--- config.mk ---
export PLATFORM = sky130hd
export DESIGN_NAME = ulpb_mediator_top
export DESIGN_NICKNAME = d
export VERILOG_FILES = /design/src/logic/ulpb_pkg.sv /design/src/logic/bus_sampler.sv /design/src/logic/bus_mediator.sv /design/src/logic/bus_output_stage.sv /design/src/logic/ulpb_mediator_top.sv
export SDC_FILE = /design/constraint.sdc
export NUM_CORES = 1
export LEC_CHECK = 0
export BUFFER_PORTS_ARGS = -buffer_cell sky130_fd_sc_hd__buf_2
export CAP_MARGIN = 20
export CORE_MARGIN = 2
export CORE_UTILIZATION = 50
export CTS_CLUSTER_DIAMETER = 200
export CTS_CLUSTER_SIZE = 8
export DETAILED_ROUTE_END_ITERATION = 8
export PLACE_DENSITY_LB_ADDON = 0.12
export SLEW_MARGIN = 20
export SYNTH_ARGS = -nofsm -noshare
export SYNTH_HDL_FRONTEND = slang
export SYNTH_HIERARCHICAL = 1
export SYNTH_SLANG_ARGS = --single-unit
--- constraint.sdc ---
create_clock -name CLK -period 5.2 [get_ports CLK]
set_input_delay 1.56 -clock CLK [delete_from_list [all_inputs] [get_ports CLK]]
set_output_delay 1.56 -clock CLK [all_outputs]
set_load 0.01 [all_outputs]
--- src/logic/ulpb_pkg.sv ---
`default_nettype none

package ulpb_pkg;

	localparam int START_CYCLES = 12;
	localparam int START_CNT_W = $clog2(START_CYCLES + 1);

	// Bus reset pattern, sent MSB first
	localparam logic [2:0] RST_SEQ = 3'b010;
	localparam logic [1:0] ACK_SEQ = 2'b10;
	localparam logic [1:0] MES_SEQ = 2'b10;

	// Bit 5 marks the quarter rate states
	typedef enum logic [5:0] {
		BUS_IDLE          = 6'b000000,
		WAIT_FOR_START    = 6'b000001,
		ENABLE_CLK_NEG    = 6'b000010,
		ARBI_RES_POS      = 6'b000011,
		ARBI_RES_NEG      = 6'b000100,
		DRIVE1_POS        = 6'b000101,
		DRIVE1_NEG        = 6'b000110,
		LATCH1_POS        = 6'b000111,
		LATCH1_NEG        = 6'b001000,
		DRIVE2_POS        = 6'b001001,
		DRIVE2_NEG        = 6'b001010,
		LATCH2_POS        = 6'b001011,
		LATCH2_NEG        = 6'b001100,
		RESET_S0_D_NEG    = 6'b101101,
		RESET_S0_D_POS    = 6'b101110,
		RESET_S0_L_NEG    = 6'b101111,
		RESET_S0_L_POS    = 6'b110000,
		RESET_S1_D_NEG    = 6'b110001,
		RESET_S1_D_POS    = 6'b110010,
		RESET_S1_L_NEG    = 6'b110011,
		RESET_S1_L_POS    = 6'b110100,
		RESET_S0_D1_NEG   = 6'b110101,
		RESET_S0_D1_POS   = 6'b110110,
		RESET_S0_L1_NEG   = 6'b110111,
		RESET_S0_L1_POS   = 6'b111000,
		RESET_R_ALIGN_NEG = 6'b111001,
		RESET_R_ALIGN_POS = 6'b111010,
		RESET1_NEG        = 6'b111011,
		RESET1_POS        = 6'b111100,
		RESET2_NEG        = 6'b111101,
		RESET2_POS        = 6'b111110,
		RESET3_NEG        = 6'b111111,
		RESET3_POS        = 6'b100000,
		BACK_TO_IDLE_NEG  = 6'b100001,
		BACK_TO_IDLE_POS  = 6'b100010
	} med_state_e;

	typedef struct packed {
		logic       slow;
		logic [4:0] index;
	} med_state_s;

	typedef union packed {
		med_state_e code;
		med_state_s f;
	} med_state_u;

	typedef struct packed {
		logic       din_s;
		logic [3:0] hist;
	} sample_t;

	typedef struct packed {
		logic clk_level;
		logic hold;
		logic line_level;
		logic interject;
	} drive_t;

endpackage

`default_nettype wire

--- src/logic/bus_sampler.sv ---
`timescale 1ns/1ns
`default_nettype none

module bus_sampler (
	input  logic              CLK,
	input  logic              RESET,
	input  logic              din,
	input  logic              sample_strobe,
	output ulpb_pkg::sample_t sample
);

	logic din_meta;

	// Ring input is asynchronous to CLK
	always_ff @(posedge CLK or negedge RESET)
	begin
		if (!RESET)
		begin
			din_meta <= 1'b1;
			sample.din_s <= 1'b1;
		end
		else
		begin
			din_meta <= din;
			sample.din_s <= din_meta;
		end
	end

	// Newest sample in bit 0
	always_ff @(posedge CLK or negedge RESET)
	begin
		if (!RESET)
		begin
			sample.hist <= 4'hf;
		end
		else if (sample_strobe)
		begin
			sample.hist <= {sample.hist[2:0], sample.din_s};
		end
	end

endmodule

`default_nettype wire

--- src/logic/bus_mediator.sv ---
`timescale 1ns/1ns
`default_nettype none

module bus_mediator (
	input  logic                 CLK,
	input  logic                 RESET,
	input  ulpb_pkg::sample_t    sample,
	output logic                 sample_strobe,
	output ulpb_pkg::drive_t     drive,
	output ulpb_pkg::med_state_u state
);

	import ulpb_pkg::*;

	med_state_u             next_state;
	drive_t                 next_drive;
	logic                   half;
	logic                   next_half;
	logic [START_CNT_W-1:0] start_cnt;
	logic [START_CNT_W-1:0] next_cnt;
	logic [1:0]             seq_cnt;
	logic [1:0]             next_seq;
	logic [1:0]             rst_seen;
	logic [1:0]             next_rst_seen;
	logic                   phase_err;
	logic                   fault;

	// One history sample per quarter rate state, every cycle otherwise
	assign sample_strobe = ~(state.f.slow & half);
	assign phase_err = sample.hist[1] ^ sample.hist[0];

	always_ff @(posedge CLK or negedge RESET)
	begin
		if (!RESET)
		begin
			state.code <= BUS_IDLE;
			drive <= '{clk_level: 1'b1, hold: 1'b1, line_level: 1'b1, interject: 1'b0};
			half <= 1'b0;
			start_cnt <= START_CNT_W'(START_CYCLES);
			seq_cnt <= 2'd0;
			rst_seen <= 2'd0;
		end
		else
		begin
			state <= next_state;
			drive <= next_drive;
			half <= next_half;
			start_cnt <= next_cnt;
			seq_cnt <= next_seq;
			rst_seen <= next_rst_seen;
		end
	end

	always_comb
	begin
		next_state = state;
		next_drive = drive;
		next_drive.interject = 1'b0;
		next_half = half;
		next_cnt = start_cnt;
		next_seq = seq_cnt;
		next_rst_seen = rst_seen;
		fault = 1'b0;

		// Clock divider for the reset sequence
		if (state.f.slow)
			next_half = ~half;

		if (!state.f.slow || half)
		begin
			case (state.code)
				BUS_IDLE:
				begin
					if (!sample.din_s)
						next_state.code = WAIT_FOR_START;
					next_cnt = START_CNT_W'(START_CYCLES);
					next_seq = 2'd0;
					next_rst_seen = 2'd0;
				end
				WAIT_FOR_START:
				begin
					if (start_cnt != '0)
						next_cnt = start_cnt - 1'b1;
					else
					begin
						next_state.code = ENABLE_CLK_NEG;
						next_drive.clk_level = 1'b0;
					end
				end
				ENABLE_CLK_NEG:
				begin
					next_state.code = ARBI_RES_POS;
					next_drive.clk_level = 1'b1;
				end
				ARBI_RES_POS:
				begin
					next_state.code = ARBI_RES_NEG;
					next_drive.clk_level = 1'b0;
				end
				ARBI_RES_NEG:
				begin
					// Arbitration done, ring passes through
					next_state.code = DRIVE1_POS;
					next_drive.clk_level = 1'b1;
					next_drive.hold = 1'b0;
				end
				DRIVE1_POS:
				begin
					next_state.code = DRIVE1_NEG;
					next_drive.clk_level = 1'b0;
				end
				DRIVE1_NEG:
				begin
					if (phase_err)
						fault = 1'b1;
					else
					begin
						next_state.code = LATCH1_POS;
						next_drive.clk_level = 1'b1;
					end
				end
				LATCH1_POS:
				begin
					next_state.code = LATCH1_NEG;
					next_drive.clk_level = 1'b0;
				end
				LATCH1_NEG:
				begin
					if (seq_cnt != 2'd0 && sample.hist[0] != ACK_SEQ[1])
						fault = 1'b1;
					else
					begin
						if (seq_cnt != 2'd0)
							next_seq = seq_cnt + 1'b1;
						next_state.code = DRIVE2_POS;
						next_drive.clk_level = 1'b1;
					end
				end
				DRIVE2_POS:
				begin
					next_state.code = DRIVE2_NEG;
					next_drive.clk_level = 1'b0;
				end
				DRIVE2_NEG:
				begin
					if (phase_err)
						fault = 1'b1;
					else
					begin
						next_state.code = LATCH2_POS;
						next_drive.clk_level = 1'b1;
					end
				end
				LATCH2_POS:
				begin
					next_state.code = LATCH2_NEG;
					next_drive.clk_level = 1'b0;
				end
				LATCH2_NEG:
				begin
					next_state.code = DRIVE1_POS;
					next_drive.clk_level = 1'b1;
					if (seq_cnt == 2'd0)
					begin
						// A changing pair here is the end of message marker
						if (sample.hist[2] ^ sample.hist[0])
						begin
							if ({sample.hist[2], sample.hist[0]} == MES_SEQ)
								next_seq = seq_cnt + 1'b1;
							else
								fault = 1'b1;
						end
					end
					else
						// Message closes here whatever the second acknowledge bit
						fault = 1'b1;
				end
				RESET_S0_D_NEG:
				begin
					next_state.code = RESET_S0_D_POS;
					next_drive.clk_level = 1'b1;
				end
				RESET_S0_D_POS:
				begin
					next_state.code = RESET_S0_L_NEG;
					next_drive.clk_level = 1'b0;
				end
				RESET_S0_L_NEG:
				begin
					next_state.code = RESET_S0_L_POS;
					next_drive.clk_level = 1'b1;
				end
				RESET_S0_L_POS:
				begin
					if (sample.hist[2:0] == {3{RST_SEQ[2]}})
						next_rst_seen = {rst_seen[0], RST_SEQ[2]};
					next_state.code = RESET_S1_D_NEG;
					next_drive.line_level = RST_SEQ[1];
					next_drive.clk_level = 1'b0;
				end
				RESET_S1_D_NEG:
				begin
					next_state.code = RESET_S1_D_POS;
					next_drive.clk_level = 1'b1;
				end
				RESET_S1_D_POS:
				begin
					next_state.code = RESET_S1_L_NEG;
					next_drive.clk_level = 1'b0;
				end
				RESET_S1_L_NEG:
				begin
					next_state.code = RESET_S1_L_POS;
					next_drive.clk_level = 1'b1;
				end
				RESET_S1_L_POS:
				begin
					if (sample.hist == {4{RST_SEQ[1]}})
						next_rst_seen = {rst_seen[0], RST_SEQ[1]};
					next_state.code = RESET_S0_D1_NEG;
					next_drive.line_level = RST_SEQ[0];
					next_drive.clk_level = 1'b0;
				end
				RESET_S0_D1_NEG:
				begin
					next_state.code = RESET_S0_D1_POS;
					next_drive.clk_level = 1'b1;
				end
				RESET_S0_D1_POS:
				begin
					next_state.code = RESET_S0_L1_NEG;
					next_drive.clk_level = 1'b0;
				end
				RESET_S0_L1_NEG:
				begin
					next_state.code = RESET_S0_L1_POS;
					next_drive.clk_level = 1'b1;
				end
				RESET_S0_L1_POS:
				begin
					next_drive.clk_level = 1'b0;
					next_state.code = RESET_S1_D_NEG;
					next_drive.line_level = RST_SEQ[1];
					if (sample.hist == {4{RST_SEQ[0]}})
					begin
						next_rst_seen = {rst_seen[0], RST_SEQ[0]};
						// Whole pattern seen back on the ring
						if (rst_seen == RST_SEQ[2:1])
						begin
							next_state.code = RESET_R_ALIGN_NEG;
							next_drive.line_level = 1'b0;
						end
					end
				end
				RESET_R_ALIGN_NEG:
				begin
					next_state.code = RESET_R_ALIGN_POS;
					next_drive.clk_level = 1'b1;
				end
				RESET_R_ALIGN_POS:
				begin
					next_state.code = RESET1_NEG;
					next_drive.line_level = 1'b1;
					next_drive.clk_level = 1'b0;
				end
				RESET1_NEG:
				begin
					next_state.code = RESET1_POS;
					next_drive.clk_level = 1'b1;
				end
				RESET1_POS:
				begin
					next_state.code = RESET2_NEG;
					next_drive.clk_level = 1'b0;
				end
				RESET2_NEG:
				begin
					next_state.code = RESET2_POS;
					next_drive.clk_level = 1'b1;
				end
				RESET2_POS:
				begin
					next_state.code = RESET3_NEG;
					next_drive.clk_level = 1'b0;
				end
				RESET3_NEG:
				begin
					next_state.code = RESET3_POS;
					next_drive.clk_level = 1'b1;
				end
				RESET3_POS:
				begin
					next_state.code = BACK_TO_IDLE_NEG;
					next_drive.clk_level = 1'b0;
				end
				// Extra clock so every member returns to idle
				BACK_TO_IDLE_NEG:
				begin
					next_state.code = BACK_TO_IDLE_POS;
					next_drive.clk_level = 1'b1;
				end
				BACK_TO_IDLE_POS:
				begin
					next_state.code = BUS_IDLE;
				end
				default:
				begin
					next_state.code = BUS_IDLE;
				end
			endcase
		end

		// Take the line and start the reset pattern
		if (fault)
		begin
			next_state.code = RESET_S0_D_NEG;
			next_drive.clk_level = 1'b0;
			next_drive.hold = 1'b1;
			next_drive.line_level = RST_SEQ[2];
			next_drive.interject = 1'b1;
		end
	end

endmodule

`default_nettype wire

--- src/logic/bus_output_stage.sv ---
`timescale 1ns/1ns
`default_nettype none

module bus_output_stage (
	input  logic             CLK,
	input  logic             RESET,
	input  ulpb_pkg::drive_t drive,
	input  logic             din_s,
	output logic             dout,
	output logic             clk_out,
	output logic [7:0]       reset_count
);

	// Both bus outputs leave from flops
	always_ff @(posedge CLK or negedge RESET)
	begin
		if (!RESET)
		begin
			dout <= 1'b1;
			clk_out <= 1'b1;
		end
		else
		begin
			dout <= drive.hold ? drive.line_level : din_s;
			clk_out <= drive.clk_level;
		end
	end

	// Saturates at 255
	always_ff @(posedge CLK or negedge RESET)
	begin
		if (!RESET)
		begin
			reset_count <= 8'd0;
		end
		else if (drive.interject && reset_count != 8'hff)
		begin
			reset_count <= reset_count + 8'd1;
		end
	end

endmodule

`default_nettype wire

--- src/logic/ulpb_mediator_top.sv ---
`timescale 1ns/1ns
`default_nettype none

module ulpb_mediator_top (
	input  logic       CLK,
	input  logic       RESET,
	input  logic       din,
	output logic       dout,
	output logic       clk_out,
	output logic [7:0] reset_count,
	output logic [5:0] bus_state
);

	import ulpb_pkg::*;

	sample_t sample;
	drive_t  drive;
	logic    sample_strobe;

	bus_sampler sampler0 (
		.CLK           (CLK),
		.RESET         (RESET),
		.din           (din),
		.sample_strobe (sample_strobe),
		.sample        (sample)
	);

	// State word doubles as the test point
	bus_mediator mediator0 (
		.CLK           (CLK),
		.RESET         (RESET),
		.sample        (sample),
		.sample_strobe (sample_strobe),
		.drive         (drive),
		.state         (bus_state)
	);

	bus_output_stage output0 (
		.CLK         (CLK),
		.RESET       (RESET),
		.drive       (drive),
		.din_s       (sample.din_s),
		.dout        (dout),
		.clk_out     (clk_out),
		.reset_count (reset_count)
	);

endmodule

`default_nettype wire

==> results of run 1 <==
==> kinds of logic (layout without fill, tap and decap cells) <==
kind of cell | count (synthesis) | in the layout
and+or+nand+nor | 86 | 86
adders and majority gates | 7 | 7
buffers and inverters | 29 | 40
DFF | 35 | 35
AOI/OAI and AO/OA | 60 | 60
xor gates and xnor gates | 6 | 6
muxes | 13 | 13
==> flip-flops by register name (all words and copies together), names as in the netlist <==
name                 flops
mediator0/half           1
mediator0/seq_cnt        2
mediator0/rst_seen       2
mediator0/state          6
sampler0/sample          5
mediator0/drive          4
output0/reset_count      8
output0/clk_out          1
output0/dout             1
mediator0/start_cnt      4
sampler0/din_meta        1
==> layer usage <==
layer  global-route usage, %  vias to the layer above  share of wire, %
li1                        -                      881                 -
met1                    29.7                      815                50
met2                    28.3                       42                46
met3                    5.19                        2               3.9
met4                    4.49                        0              0.56
met5                       0                        -                 0
==> area by class of cell <==
class | instances | area share [%]
Clock buffer | 6 | 3.02
Clock inverter | 2 | 2.50
Inverter | 14 | 2.19
Multi-Input combinational cell | 172 | 48.8
Sequential cell | 35 | 37.1
Tap cell | 52 | 2.71
Timing Repair Buffer | 18 | 3.75
==> power groups by stage <==
| stage | registers, mW | clock network (mW) | logic, mW |
|---|---|---|---|
| floorplan | 0.465 | 0 | 0.518 |
| detailed placement | 0.551 | 0 | 0.570 |
| global placement | 0.550 | 0 | 0.566 |
| CTS | 0.548 | 0.295 | 0.574 |
| global route | 0.571 | 0.309 | 0.645 |
| finish | 0.551 | 0.287 | 0.571 |
==> worst paths after layout <==
kind,from,slack (ns),to,depth (start not counted)
max in group asynchronous,RESET,3.38,output0/reset_count[4],1
max reg2reg,mediator0/state[5],2.62,mediator0/rst_seen[0],5
min,sampler0/din_meta,0.36,sampler0/sample[4],0
min in group asynchronous,RESET,1.34,mediator0/state[4],1
min reg2reg,sampler0/din_meta,0.36,sampler0/sample[4],0
max,mediator0/state[2],2.17,bus_state[2],1
==> cells in the final DEF, fill, tap and decap left out, types with 3 or more instances in the layout <==
cell      netlist  routed
nor3_1          7       7
dfstp_2        13      13
xnor2_1         3       3
dfrtp_1        22      22
o221ai_1        3       3
or3_1           4       4
a21oi_1        16      16
o21ai_0        18      18
or2_2           3       3
nor2b_1         4       4
ha_1            7       7
a31oi_1         4       4
nor2_1          8       8
inv_1          14      14
mux2_2          8       8
xor2_1          3       3
mux2i_1         3       3
nand2b_1        5       5
clkbuf_8        0       5
buf_2           0      18
nand3_1         9       9
nor4_1          3       3
nand4_1         4       4
nand2_1        24      24
==> stage by stage <==
stage / hold WS, ns / util [%] / cell area (um2)
finish: 0.359 / 56.0 / 2400
global route: 0.363 / 56.0 / 2400
CTS: 0.361 / 56.0 / 2400
detailed placement: 0.351 / 52.9 / 2270
global placement: 0.350 / 52.9 / 2270
floorplan: 0.345 / - / 2200
==> impl_metrics.toml, run 1 <==
[outcome]
outcome = "finished, final reports clean"

[critical_path]
crit_arrival_ns = 1.47
setup.worst_path.start_class = "register"
cp.required_ns = 3.64
crit_path_max_incr_delay_ns = 0.92
cp.buffers_inverters = 1
crit_path_max_fanout = 31
path_cells = "buf_2"
slowest_stage = "dfrtp_1"
end_kind = "output port"
crit_family = "flip-flops"
worstSetupPathType = "register to output port"

[layout]
instances_no_fill = 299
area_growth_pct = 9.52
nFillCells = 402
seq_area_um2 = 892
multi_input_area_um2 = 1170
layout.nets = 256
drive_above_1_share_pct = 24.3
n_antenna_cell = 0

[drt]
drt_iter0_markers = 287
first_pass_iters = 4
vias_per_cell = 5.82
ant_nets = 0
drcViolationCount = 0
finalWirelength_um = 4500
drt-wirelength-per-cell_um = 15.0
vias = 1740

[power]
power_leakage_nw = 1.02
combPwrFrac_pct = 40.5
p_per_area_nw_per_um2 = 586
power_mw = 1.41
switching_share_pct = 40.4
p_seq_share_pct = 39.1
p_sw_mw = 0.570
p_int_mw = 0.839
vdd_drop_max_mv = 0.237
clockPowerShare_pct = 20.4

[yosys]
synth_top_cell_by_area = "dfrtp_1"
synth.area.top_cells = "dfrtp_1 25%, dfstp_2 16%, o21ai_0 4.1%"
yosysMostFrequentCell = "nand2_1"
synthSimpleGateAreaFrac_pct = 21.7
ys_types = 58
synth-xor-area-share_pct = 2.39
synth_cells = 236
synth_top_family_by_area = "simple AND/OR/NAND/NOR gates"
synthFlopType = "dfrtp_1"
async_flop_share_pct = 100
ys_warn_count = 6
synth_compound_gate_area_share_pct = 18.7
yosysTopAreaCellShare_pct = 25.1
synth_area_um2 = 2200
ys_top_cells_by_count = "24 x nand2_1, 22 x dfrtp_1, 18 x o21ai_0"
synthMuxAreaShare_pct = 6.67
syn_avg_cell_area_um2 = 9.30
synth_fa_ha_area_share_pct = 3.99
ys_ff_latch = 35
synth_edf_count = 0
seq_area_frac_synth_pct = 40.6
synth_nets = 246

[die]
io-pin-count = 19
placementRows = 24
fp.dieW_um = 70.3
die_h_um = 70.3
start_util_pct = 51.1
coreArea_um2 = 4290
die-area_um2 = 4940

[timing]
timing.fmax_mhz = 330
hold_violations = 0
fin_tns_setup_ns = 0
setup_viol = 0
slew_headroom_pct = 41.4
drv_slew = 0
grt_setup_unrepaired = "no"
period_minus_slack_ns = 3.03
tightest_slew_ns = 0.879
fin_crit_sh_pct = 58.3
finalWorstSetupSlack_ns = 2.17
finClkSkew_ns = 0.00626

[clock_tree]
cts.sinks = 35
cts_buffers = 5
cts_resized = 0
postCtsSetupBuffers = 0
path_clk_slew_ns = 0.07
ctsHoldBuffers = 0
worst_skew_pair.late_latency_ns = 0.28
cts_buffer_depth = 2
tritoncts = "done"
clockRootBuffer = "clkbuf_8"
htreeDepth = 2

[place]
dp_worst_setup_slack_ns = 2.50
gp_congestion = 0.840
dp_cells = 291
hpwl_um = 3010
numPortBuffers = 18

[grt]
grt_pass1_wl_um = 7760
grt_max_degree = 36
grt_pass1_vias = 1590
track_usage_pct = 19.7
grt_overflow = 0
antenna_found_initial = 0

[flow_run]
maxCapViolations = 0

[worst_hold_path]
hold_class = "register to register"
(Power assumes the default switching activity.)
==> run 2: changes to the inputs <==
Clock period 5.2 ns to 2.8 ns, I/O delays scaled along.
==> impl_metrics.toml, run 2 (synthesized netlist as in run 1, its figures left out) <==
[outcome]
outcome = "finished, final reports clean"

[clock_tree]
clockRootBuffer = "clkbuf_8"
worst_skew_pair.late_latency_ns = 0.29
cts_buffers = 5
tritoncts = "done"
cts_resized = 0
path_clk_slew_ns = 0.07
cts.sinks = 35
postCtsSetupBuffers = 0
htreeDepth = 2
cts_buffer_depth = 2
ctsHoldBuffers = 0

[layout]
post-route-util_pct = 56.0
area_growth_pct = 9.57
layout.nets = 262
top_regs = "output0/reset_count (8), mediator0/state (6), sampler0/sample (5)"
mostFrequentLayoutCells = "24 x nand2_1, 22 x dfrtp_1, 18 x buf_2, 18 x o21ai_0, 16 x a21oi_1"
n_antenna_cell = 0
final_cell_area_um2 = 2410
instances_no_fill = 305
final_common_cell = "nand2_1"
nFillCells = 411
largest_reg_flops = 8
drive_above_1_share_pct = 26.5
top_register = "output0/reset_count"

[die]
die-area_um2 = 4940
io-pin-count = 19
fp.dieW_um = 70.3
start_util_pct = 51.1
die_h_um = 70.3
coreArea_um2 = 4290
placementRows = 24

[place]
dpl_cell_area_um2 = 2320
dp_worst_setup_slack_ns = 0.483
hpwl_um = 3340
gp_congestion = 0.859
dp_cells = 297
numPortBuffers = 18

[drt]
vias_per_cell = 6.10
first_pass_iters = 4
finalWirelength_um = 4860
drt_iter0_markers = 181
vias = 1860
ant_nets = 0
drt-wirelength-per-cell_um = 15.9
drcViolationCount = 0

[critical_path]
crit_path_max_fanout = 17
crit_arrival_ns = 2.53
worstSetupPathType = "register to register"
cp.required_ns = 2.98
end_kind = "register"
setup.worst_path.start_class = "register"

[timing]
drv_slew = 0
slew_headroom_pct = 47.6
hold_violations = 0
fin_tns_setup_ns = 0
finClkSkew_ns = 0.00999
timing.fmax_mhz = 426
finalWorstSetupSlack_ns = 0.452
setup_viol = 0
fin_crit_sh_pct = 83.9
tightest_slew_ns = 0.787
period_minus_slack_ns = 2.35
grt_setup_unrepaired = "no"

[grt]
grt_pass1_wl_um = 8650
grt_max_degree = 36
grt_pass1_vias = 1761
track_usage_pct = 22.1
antenna_found_initial = 0
grt_overflow = 0

[flow_run]
maxCapViolations = 0

[power]
vdd_drop_max_mv = 0.371
p_per_area_nw_per_um2 = 1040
power_leakage_nw = 1.02

[worst_hold_path]
hold_class = "register to register"
## run 2: per-layer routing
layer | wire length, um | track usage [%]
met1 | 2290 | 32.2
met2 | 2230 | 32.3
met3 | 283 | 5.34
met4 | 54 | 7.48
met5 | 0 | 0
## run 2: final timing paths
kind / end / cells after the start / slack [ns] / start
setup / recovery: mediator0/state[4] / 5 / 0.45 / mediator0/state[0]
hold reg to reg: sampler0/sample[4] / 0 / 0.36 / sampler0/din_meta
max in group asynchronous: mediator0/rst_seen[0] / 1 / 1.66 / RESET
min in group asynchronous: mediator0/state[4] / 1 / 0.63 / RESET
setup reg to reg: mediator0/state[4] / 5 / 0.45 / mediator0/state[0]
hold / removal: sampler0/sample[4] / 0 / 0.36 / sampler0/din_meta
## run 2: through the flow
step           hold WS (ns)  power [mW]
3_3_place_gp          0.346        2.14
6_report              0.356        2.51
5_1_grt               0.362        2.73
4_1_cts               0.357        2.52
2_1_floorplan         0.345        1.83
3_5_place_dp          0.347        2.15
## run 2: where the power goes
part | internal (mW) | switching [mW]
combinational | 0.537 | 0.693
clock | 0.173 | 0.190
sequential | 0.702 | 0.210
total | 1.41 | 1.09
## run 2: layout make-up
cell class	count	area (um2)	share of cell area, %
clock inverter	3	20.0	0.832
tap	52	65.1	2.70
inverter	14	52.6	2.18
sequential	35	892	37.1
clock buffer	5	68.8	2.86
timing repair buffer	24	135	5.62
multi-input combinational	172	1170	48.7
## run 2: critical path, stage by stage, from the launching register on
cell      delay [ns]
dfrtp_1         0.55
or4_4           0.57
or3_1           0.45
o221ai_4        0.35
o21ai_1         0.12
a22o_1          0.18
